--- src/rtl/ps2_macros.svh ---
/*
  Frame format and special scan codes of the PS/2 keyboard receiver.
  Scan code set 2 only. Extended (E0) codes are passed through as plain codes.
*/
`ifndef PS2_MACROS_SVH
`define PS2_MACROS_SVH

// Start, 8 data, parity, stop
`define PS2_FRAME_BITS 11

`define PS2_RELEASE_CODE 8'hF0 // Key release prefix
`define PS2_LEFT_SHIFT 8'h12
`define PS2_RIGHT_SHIFT 8'h59

// ASCII '.' for unlisted scan codes
`define PS2_UNKNOWN_ASCII 8'h2E

`endif
--- src/rtl/ps2_pkg.sv ---
/*
  Shared types of the PS/2 keyboard receiver.
  Receiver edge states rx_fall and rx_rise last exactly one clk cycle.
*/
`default_nettype none

package ps2_pkg;

  typedef logic [7:0] scan_code_t; // One set 2 scan code
  typedef logic [7:0] ascii_t;

  // PS/2 clock tracking, edge states are one-cycle markers
  typedef enum logic [1:0] {
    rx_clk_high,
    rx_fall,
    rx_clk_low,
    rx_rise
  } rx_state_t;

  // Output holding register
  typedef enum logic {
    buf_empty,
    buf_full
  } buf_state_t;

endpackage

`default_nettype wire

--- src/rtl/key_event_if.sv ---
/*
  One decoded key event, decoder to output buffer.
  valid is a single-cycle pulse and cannot be stalled, so there is no ready.
*/
`default_nettype none

interface key_event_if;
  logic                 valid;     // One-cycle event strobe
  ps2_pkg::scan_code_t  scan_code;
  ps2_pkg::ascii_t      ascii;
  logic                 released;  // Code was preceded by F0

  modport producer (output valid, output scan_code, output ascii, output released);
  modport consumer (input valid, input scan_code, input ascii, input released);
endinterface

`default_nettype wire

--- src/rtl/ps2_keyboard_rx.sv ---
/*
  Receive-only PS/2 keyboard controller, no host-to-keyboard path.
  ps2_clk_i and ps2_data_i may be asynchronous to clk.
  rx_shift_o is a live level, the other outputs follow valid/ready.
*/
`default_nettype none

module ps2_keyboard_rx #(
  parameter int WATCHDOG_CYCLES = 3000    // About 60 us of clk
) (
  input  wire logic                 clk,
  input  wire logic                 reset,
  input  wire logic                 ps2_clk_i,
  input  wire logic                 ps2_data_i,
  output      logic                 rx_valid_o,
  input  wire logic                 rx_ready_i,
  output      ps2_pkg::scan_code_t  rx_scan_code_o,
  output      ps2_pkg::ascii_t      rx_ascii_o,
  output      logic                 rx_released_o,
  output      logic                 rx_shift_o
);

  logic                 code_valid;
  ps2_pkg::scan_code_t  code;

  key_event_if ev_if ();

  ps2_rx_frame #(
    .WATCHDOG_CYCLES (WATCHDOG_CYCLES)
  ) u_rx_frame (
    .clk          (clk),
    .reset        (reset),
    .ps2_clk_i    (ps2_clk_i),
    .ps2_data_i   (ps2_data_i),
    .code_valid_o (code_valid),
    .code_o       (code)
  );

  ps2_key_decoder u_key_decoder (
    .clk          (clk),
    .reset        (reset),
    .code_valid_i (code_valid),
    .code_i       (code),
    .shift_o      (rx_shift_o),
    .ev           (ev_if.producer)
  );

  ps2_key_buffer u_key_buffer (
    .clk          (clk),
    .reset        (reset),
    .ev           (ev_if.consumer),
    .valid_o      (rx_valid_o),
    .ready_i      (rx_ready_i),
    .scan_code_o  (rx_scan_code_o),
    .ascii_o      (rx_ascii_o),
    .released_o   (rx_released_o)
  );

endmodule

`default_nettype wire

--- src/rtl/ps2_key_buffer.sv ---
/*
  Single-entry output register with valid/ready.
  The keyboard cannot be stalled: a new event overwrites unread data.
*/
`default_nettype none

module ps2_key_buffer (
  input  wire logic                 clk,
  input  wire logic                 reset,
  key_event_if.consumer             ev,
  output      logic                 valid_o,
  input  wire logic                 ready_i,
  output      ps2_pkg::scan_code_t  scan_code_o,
  output      ps2_pkg::ascii_t      ascii_o,
  output      logic                 released_o
);

  ps2_pkg::buf_state_t state;

  // New event wins over a transfer in the same cycle
  always_ff @(posedge clk)
  begin
    if (reset)
      state <= ps2_pkg::buf_empty;
    else if (ev.valid)
      state <= ps2_pkg::buf_full;
    else if (valid_o && ready_i)
      state <= ps2_pkg::buf_empty;
  end

  // Outputs read zero out of reset
  always_ff @(posedge clk)
  begin
    if (reset)
    begin
      scan_code_o <= '0;
      ascii_o     <= '0;
      released_o  <= 1'b0;
    end
    else if (ev.valid)
    begin
      scan_code_o <= ev.scan_code;
      ascii_o     <= ev.ascii;
      released_o  <= ev.released;
    end
  end

  assign valid_o = (state == ps2_pkg::buf_full);

endmodule

`default_nettype wire

--- src/rtl/ps2_key_decoder.sv ---
/*
  Turns raw scan codes into key events. F0 is held and flags the next code.
  Extended E0 prefixes are not trapped and come out as their own events.
  ASCII uses the shift state from before the current code.
*/
`default_nettype none
`include "ps2_macros.svh"

module ps2_key_decoder (
  input  wire logic                 clk,
  input  wire logic                 reset,
  input  wire logic                 code_valid_i,
  input  wire ps2_pkg::scan_code_t  code_i,
  output      logic                 shift_o,
  key_event_if.producer             ev
);

  logic             release_hold;
  logic             left_shift, right_shift;
  logic             is_release;
  ps2_pkg::ascii_t  ascii;

  assign is_release = (code_i == `PS2_RELEASE_CODE);

  // Prefix waits for the key code that follows
  always_ff @(posedge clk)
  begin
    if (reset)
      release_hold <= 1'b0;
    else if (code_valid_i)
      release_hold <= is_release;   // Any other code consumes it
  end

  // Make sets, break clears
  always_ff @(posedge clk)
  begin
    if (reset)
    begin
      left_shift  <= 1'b0;
      right_shift <= 1'b0;
    end
    else if (code_valid_i)
    begin
      if (code_i == `PS2_LEFT_SHIFT)
        left_shift <= !release_hold;
      if (code_i == `PS2_RIGHT_SHIFT)
        right_shift <= !release_hold;
    end
  end

  assign shift_o = left_shift || right_shift;

  ps2_ascii_map u_ascii_map (
    .code_i  (code_i),
    .shift_i (shift_o),
    .ascii_o (ascii)
  );

  assign ev.valid     = code_valid_i && !is_release; // Same cycle as frame end
  assign ev.scan_code = code_i;
  assign ev.ascii     = ascii;
  assign ev.released  = release_hold;

endmodule

`default_nettype wire

--- src/rtl/ps2_ascii_map.sv ---
/*
  Scan code set 2 to ASCII, US layout, main block keys only.
  Unlisted codes give PS2_UNKNOWN_ASCII. Purely combinational.
*/
`default_nettype none
`include "ps2_macros.svh"

module ps2_ascii_map (
  input  wire ps2_pkg::scan_code_t  code_i,
  input  wire logic                 shift_i,
  output      ps2_pkg::ascii_t      ascii_o
);

  logic [8:0] key;

  assign key = {shift_i, code_i}; // Shift in bit 8

  always_comb
  begin
    casez (key)
      // Control keys, shift ignored
      9'b?_0110_0110: ascii_o = 8'h08; // Backspace
      9'b?_0000_1101: ascii_o = 8'h09; // Tab
      9'b?_0101_1010: ascii_o = 8'h0D; // Enter
      9'b?_0111_0110: ascii_o = 8'h1B; // Esc
      9'b?_0010_1001: ascii_o = 8'h20; // Space
      9'b?_0111_0001: ascii_o = 8'h7F; // Delete
      // Unshifted
      9'h052: ascii_o = 8'h27; // Quote
      9'h041: ascii_o = 8'h2C; // Comma
      9'h04E: ascii_o = 8'h2D;
      9'h049: ascii_o = 8'h2E;
      9'h04A: ascii_o = 8'h2F; // Slash
      9'h045: ascii_o = 8'h30; // Digits 0 to 9
      9'h016: ascii_o = 8'h31;
      9'h01E: ascii_o = 8'h32;
      9'h026: ascii_o = 8'h33;
      9'h025: ascii_o = 8'h34;
      9'h02E: ascii_o = 8'h35;
      9'h036: ascii_o = 8'h36;
      9'h03D: ascii_o = 8'h37;
      9'h03E: ascii_o = 8'h38;
      9'h046: ascii_o = 8'h39;
      9'h04C: ascii_o = 8'h3B; // Semicolon
      9'h055: ascii_o = 8'h3D; // Equals
      9'h054: ascii_o = 8'h5B; // Brackets and backslash
      9'h05D: ascii_o = 8'h5C;
      9'h05B: ascii_o = 8'h5D;
      9'h00E: ascii_o = 8'h60; // Backtick
      9'h01C: ascii_o = 8'h61; // Lower case a to z
      9'h032: ascii_o = 8'h62;
      9'h021: ascii_o = 8'h63;
      9'h023: ascii_o = 8'h64;
      9'h024: ascii_o = 8'h65;
      9'h02B: ascii_o = 8'h66;
      9'h034: ascii_o = 8'h67;
      9'h033: ascii_o = 8'h68;
      9'h043: ascii_o = 8'h69;
      9'h03B: ascii_o = 8'h6A;
      9'h042: ascii_o = 8'h6B;
      9'h04B: ascii_o = 8'h6C;
      9'h03A: ascii_o = 8'h6D;
      9'h031: ascii_o = 8'h6E;
      9'h044: ascii_o = 8'h6F;
      9'h04D: ascii_o = 8'h70;
      9'h015: ascii_o = 8'h71;
      9'h02D: ascii_o = 8'h72;
      9'h01B: ascii_o = 8'h73;
      9'h02C: ascii_o = 8'h74;
      9'h03C: ascii_o = 8'h75;
      9'h02A: ascii_o = 8'h76;
      9'h01D: ascii_o = 8'h77;
      9'h022: ascii_o = 8'h78;
      9'h035: ascii_o = 8'h79;
      9'h01A: ascii_o = 8'h7A;
      // Shifted symbols
      9'h116: ascii_o = 8'h21; // Bang
      9'h152: ascii_o = 8'h22; // Double quote
      9'h126: ascii_o = 8'h23;
      9'h125: ascii_o = 8'h24;
      9'h12E: ascii_o = 8'h25;
      9'h13D: ascii_o = 8'h26;
      9'h146: ascii_o = 8'h28; // Parentheses
      9'h145: ascii_o = 8'h29;
      9'h13E: ascii_o = 8'h2A;
      9'h155: ascii_o = 8'h2B; // Plus
      9'h14C: ascii_o = 8'h3A; // Colon
      9'h141: ascii_o = 8'h3C;
      9'h149: ascii_o = 8'h3E;
      9'h14A: ascii_o = 8'h3F;
      9'h11E: ascii_o = 8'h40; // At sign
      9'h136: ascii_o = 8'h5E; // Caret
      9'h14E: ascii_o = 8'h5F; // Underscore
      9'h154: ascii_o = 8'h7B; // Braces, pipe, tilde
      9'h15D: ascii_o = 8'h7C;
      9'h15B: ascii_o = 8'h7D;
      9'h10E: ascii_o = 8'h7E;
      // Shifted letters, upper case A to Z
      9'h11C: ascii_o = 8'h41;
      9'h132: ascii_o = 8'h42;
      9'h121: ascii_o = 8'h43;
      9'h123: ascii_o = 8'h44;
      9'h124: ascii_o = 8'h45;
      9'h12B: ascii_o = 8'h46;
      9'h134: ascii_o = 8'h47;
      9'h133: ascii_o = 8'h48;
      9'h143: ascii_o = 8'h49;
      9'h13B: ascii_o = 8'h4A;
      9'h142: ascii_o = 8'h4B;
      9'h14B: ascii_o = 8'h4C;
      9'h13A: ascii_o = 8'h4D;
      9'h131: ascii_o = 8'h4E;
      9'h144: ascii_o = 8'h4F;
      9'h14D: ascii_o = 8'h50;
      9'h115: ascii_o = 8'h51;
      9'h12D: ascii_o = 8'h52;
      9'h11B: ascii_o = 8'h53;
      9'h12C: ascii_o = 8'h54;
      9'h13C: ascii_o = 8'h55;
      9'h12A: ascii_o = 8'h56;
      9'h11D: ascii_o = 8'h57;
      9'h122: ascii_o = 8'h58;
      9'h135: ascii_o = 8'h59;
      9'h11A: ascii_o = 8'h5A;
      default: ascii_o = `PS2_UNKNOWN_ASCII; // Unlisted codes, shifted or not
    endcase
  end

endmodule

`default_nettype wire

--- src/rtl/ps2_rx_frame.sv ---
/*
  PS/2 receive framer. Both lines are asynchronous and pass two sync flops.
  Parity and stop bits are shifted in but not checked.
  WATCHDOG_CYCLES of idle-high clock discard a partial frame.
*/
`default_nettype none
`include "ps2_macros.svh"

module ps2_rx_frame #(
  parameter int WATCHDOG_CYCLES = 3000
) (
  input  wire logic                 clk,
  input  wire logic                 reset,
  input  wire logic                 ps2_clk_i,
  input  wire logic                 ps2_data_i,
  output      logic                 code_valid_o,
  output      ps2_pkg::scan_code_t  code_o
);

  localparam int WD_W = $clog2(WATCHDOG_CYCLES + 1);

  logic                         clk_meta, clk_sync;
  logic                         data_meta, data_sync;
  ps2_pkg::rx_state_t           state, state_nxt;
  logic [`PS2_FRAME_BITS-1:0]   shift_q;
  logic [3:0]                   bit_cnt;
  logic [WD_W-1:0]              wd_cnt;
  logic                         wd_done;

  // Sync flops start at idle high so reset gives no false edge
  always_ff @(posedge clk)
  begin
    if (reset)
    begin
      clk_meta  <= 1'b1;
      clk_sync  <= 1'b1;
      data_meta <= 1'b1;
      data_sync <= 1'b1;
    end
    else
    begin
      clk_meta  <= ps2_clk_i;
      clk_sync  <= clk_meta;
      data_meta <= ps2_data_i;
      data_sync <= data_meta;
    end
  end

  always_comb
  begin
    state_nxt = state;
    case (state)
      ps2_pkg::rx_clk_high: if (!clk_sync) state_nxt = ps2_pkg::rx_fall;
      ps2_pkg::rx_fall:     state_nxt = ps2_pkg::rx_clk_low; // One-cycle marker
      ps2_pkg::rx_clk_low:  if (clk_sync) state_nxt = ps2_pkg::rx_rise;
      ps2_pkg::rx_rise:     state_nxt = ps2_pkg::rx_clk_high;
      default:              state_nxt = ps2_pkg::rx_clk_high;
    endcase
  end

  always_ff @(posedge clk)
  begin
    if (reset)
      state <= ps2_pkg::rx_clk_high;
    else
      state <= state_nxt;
  end

  // Data is sampled on the falling edge, LSB first
  always_ff @(posedge clk)
  begin
    if (state == ps2_pkg::rx_fall)
      shift_q <= {data_sync, shift_q[`PS2_FRAME_BITS-1:1]};
  end

  always_ff @(posedge clk)
  begin
    if (reset || code_valid_o)
      bit_cnt <= '0;
    else if (wd_done)
      bit_cnt <= '0;                  // Stalled partial frame
    else if (state == ps2_pkg::rx_fall)
      bit_cnt <= bit_cnt + 4'd1;
  end

  // Idle-high watchdog, restarts on every clock low phase
  always_ff @(posedge clk)
  begin
    if (reset || state != ps2_pkg::rx_clk_high)
      wd_cnt <= '0;
    else if (!wd_done)
      wd_cnt <= wd_cnt + 1'b1;
  end

  assign wd_done = (state == ps2_pkg::rx_clk_high) && (wd_cnt == WD_W'(WATCHDOG_CYCLES));

  assign code_valid_o = (bit_cnt == 4'(`PS2_FRAME_BITS)); // Cleared next cycle
  assign code_o       = shift_q[8:1];                     // Skip start bit

endmodule

`default_nettype wire

--- config.mk ---
export PLATFORM = sky130hd
export DESIGN_NAME = ps2_keyboard_rx
export DESIGN_NICKNAME = d
export VERILOG_FILES = /design/src/rtl/ps2_pkg.sv /design/src/rtl/key_event_if.sv /design/src/rtl/ps2_keyboard_rx.sv /design/src/rtl/ps2_key_buffer.sv /design/src/rtl/ps2_key_decoder.sv /design/src/rtl/ps2_ascii_map.sv /design/src/rtl/ps2_rx_frame.sv
export VERILOG_INCLUDE_DIRS = /design/src /design/src/rtl
export SDC_FILE = /design/constraint.sdc
export NUM_CORES = 1
export LEC_CHECK = 0
export ABC_AREA = 0
export BUFFER_PORTS_ARGS = -buffer_cell sky130_fd_sc_hd__buf_2
export CAP_MARGIN = 0
export CORE_ASPECT_RATIO = 0.75
export CORE_MARGIN = 3
export CORE_UTILIZATION = 55
export CTS_CLUSTER_SIZE = 10
export DETAILED_ROUTE_END_ITERATION = 8
export GPL_TIMING_DRIVEN = 0
export PLACE_DENSITY = 0.73
export SLEW_MARGIN = 5
export SYNTH_ARGS = -nofsm -noshare
export SYNTH_HDL_FRONTEND = slang
export SYNTH_SLANG_ARGS = --single-unit
--- constraint.sdc ---
create_clock -name clk -period 2.4 [get_ports clk]
set_input_delay 0.48 -clock clk [delete_from_list [all_inputs] [get_ports clk]]
set_output_delay 0.48 -clock clk [all_outputs]
set_load 0.03 [all_outputs]
==> impl_metrics.csv <==
group,metric,value,unit
outcome,outcome,"complete, but fails checks",
outcome,violations,"setup timing",
sta,finalWorstSetupSlack,-0.192,ns
cts,clock-sinks,52,
logic_synthesis,yosysWarnings,0,
power,ir_worst_vdd,0.000567,V
setup_path,cp_max_fo,7,
floorplan,ios,24,
logic_synthesis,synthCells,476,
sta,finalClockSkew,0.0170,ns
power,p_leak,1.73,nW
setup_path,critPathLaunchType,"flop",
sta,fin_crit_sh,108,%
grt,grt_pass1_vias,3908,
placed_design,io_buffers,21,
grt,grt_usage,35.1,%
sta,fmax,386,MHz
logic_synthesis,ys_ff_latch,52,
setup_path,critPathArrivalTime,2.78,ns
sta,setup_violations,7,
grt,antenna_found_initial,0,
sta,whs,0.347,ns
routing,vias,4400,
setup_path,crit_path_end_kind,"flop",
sta,finalHoldViolCount,0,
setup_path,cp_data_required_time,2.59,ns
floorplan,die-area,8010,sq um
layout,area_delta_synth_final,22.1,%
cts,cts_root_buf,"clkbuf_8",
cts,cts_max_level,2,
layout,layout_commonest_cell,"nor2_1",
logic_synthesis,syn_area_per_cell,8.04,sq um
sta,final.min_clock_period,2.59,ns
layout,multiInputGateArea,2690,sq um
floorplan,start_util,58.8,%
layout,num_antenna_cells,0,
logic_synthesis,synth_top_area_cell,"dfxtp_1",
cts,clkTransAtPathRegs,0.11,ns
logic_synthesis,yosysSeqAreaShare,29.8,%
grt,grt_pass1_wl,21400,microns
logic_synthesis,postSynth.asyncResetShare,0,%
logic_synthesis,synth_top_cells_by_area,"dfxtp_1 (22%), edfxtp_1 (7.8%), nor2_1 (5.5%), nand2_1 (4.5%), a21oi_1 (3.9%)",
floorplan,placeableCoreArea,6510,sq um
routing,drc,0,
logic_synthesis,synth-edff-count,10,
placed_design,routabilityCongestion,1.05,
routing,wire_per_inst,24.1,microns
layout,drive_above_1_share,26.9,%
layout,layout.nets,538,
sta,slew-limit-headroom,48.4,%
job,cap_violations,0,
cts,cts_hold_buf,0,
layout,mostFrequentLayoutCells,"nor2_1 (54), nand2_1 (46), dfxtp_1 (42)",
logic_synthesis,syn_area,3830,sq um
cts,numCtsBuffers,5,
layout,stdcell_area,4670,sq um
grt,grt.overflow.total,0,
sta,slew_violations,0,
routing,ant_nets,0,
hold_path,min_path_type,"input pin to flop",
routing,via_per_inst,7.22,
cts,clockBufferDepth,2,
placed_design,postPlaceCellArea,4040,sq um
sta,worst_slew_pin_slew,0.767,ns
layout,nFillCells,489,
logic_synthesis,synth_top_area_share,22.0,%
cts,clk_latency,0.33,ns
floorplan,dieHeight,78.3,microns
setup_path,crit_type,"flop to flop",
logic_synthesis,synth_flop_cell,"dfxtp_1",
routing,drt-total-wl,14700,microns
floorplan,die_x,102,microns
power,p_per_area,689,nW/um^2
routing,dr.first_iter.drc_count,789,
placed_design,dp_hpwl,10000,microns
layout,seq_area,1140,sq um
cts,cts_tree,"yes",
routing,firstDrtPassIters,9,
grt,grt_max_degree,18,
floorplan,std_cell_rows,25,
logic_synthesis,synth_cell_type_count,73,
logic_synthesis,synth_nets,487,
sta,rsz0062_at_grt,"yes",
[routing by layer]
layer | GRT usage [%] | vias to the layer above | part of all wire, %
met2 | 49.7 | 359 | 41
met4 | 11.9 | 0 | 5.0
met5 | 0 | - | 0
met1 | 50.1 | 2067 | 41
met3 | 11.1 | 93 | 13
li1 | - | 1881 | -
[cells in the mapped netlist, drive strengths merged (6+ instances only)]
cell,count
nand2b,11
nor3,10
a211oi,7
xor2,6
clkbuf,11
o21ai,23
ha,6
nor2,58
nor4b,12
edfxtp,10
nor2b,8
xnor2,7
inv,10
dfxtp,42
nand4,10
a21oi,30
nand2,46
nand3,20
buf,33
a31oi,7
a22oi,8
[where the power goes]
group          switching, mW  leakage, nW  internal [mW]  total, mW
clock network          0.335       0.0591          0.316      0.651
registers             0.0759        0.431          0.990       1.07
logic                  0.925         1.24          0.581       1.51
[area by class of cell]
cell class                      count  share of cell area [%]
Clock inverter                      3                   0.964
Sequential cell                    52                    24.4
Inverter                           10                   0.803
Buffer                             42                    6.56
Timing Repair Buffer               45                    6.18
Tap cell                           81                    2.17
Clock buffer                        5                    1.47
Multi-Input combinational cell    371                    57.4
[flip-flops by register name, summed over array words and instances, names as in the netlist, 2 cells and up]
| signal | flops |
|---|---|
| u_rx_frame.state | 2 |
| u_rx_frame.bit_cnt | 4 |
| u_rx_frame.wd_cnt | 12 |
| u_key_buffer.scan_code_o | 8 |
| u_key_buffer.ascii_o | 7 |
| u_rx_frame.shift_q | 10 |
[worst max-delay path: stages, from the launching register on]
cell and delay, ns:
edfxtp_1 0.54, or4b_1 0.77, a211oi_2 0.38, o21bai_1 0.24, a41o_1 0.22, nor4_4 0.07, nand4_2 0.13, a311oi_2 0.12
[per-stage QoR]
| stage | TNS, ns | setup slack (ns) | power (mW) | utilization (%) | instances |
|---|---|---|---|---|---|
| floorplan | 0 | 0.289 | 1.90 | - | 476 |
| global placement | -1.97 | -0.511 | 2.21 | 62.0 | 578 |
| detailed placement | -1.50 | -0.435 | 2.23 | 62.0 | 578 |
| CTS | -0.0122 | -0.0122 | 2.98 | 67.3 | 593 |
| global route | -0.938 | -0.221 | 3.33 | 71.8 | 609 |
| finish | -0.861 | -0.192 | 3.22 | 71.8 | 609 |
[worst paths after layout]
check	start	to	slack [ns]	cells after the start
min	ps2_data_i	u_rx_frame.data_meta$_SDFF_PP1_	0.35	2
max	u_rx_frame.shift_q[2]$_DFFE_PN_	u_key_buffer.ascii_o[3]$_SDFFE_PP0P_	-0.19	7
max reg2reg	u_rx_frame.shift_q[2]$_DFFE_PN_	u_key_buffer.ascii_o[3]$_SDFFE_PP0P_	-0.19	7
min reg2reg	u_rx_frame.clk_meta$_SDFF_PP1_	u_rx_frame.clk_sync$_SDFF_PP1_	0.41	1
[repair_timing]
item / 4_1_cts / 5_1_grt
gates resized for setup: 40 / 45
buffers inserted: 8 / 16
pin swaps: 3 / 15
cloned: 0 / 1
setup endpoints to repair: 8 / 18
[cell families after synthesis]
family          count (synthesis)  synth area share [%]
simple gates                  223                  34.2
other cells                     1                0.0979
compound gates                122                  22.3
buf+inv                        54                  7.29
flops                          52                  29.8
xor+xnor                       13                  2.97
fa+ha+maj                       6                  1.96
mux                             5                  1.31
Power figures use the tool's default switching activity.
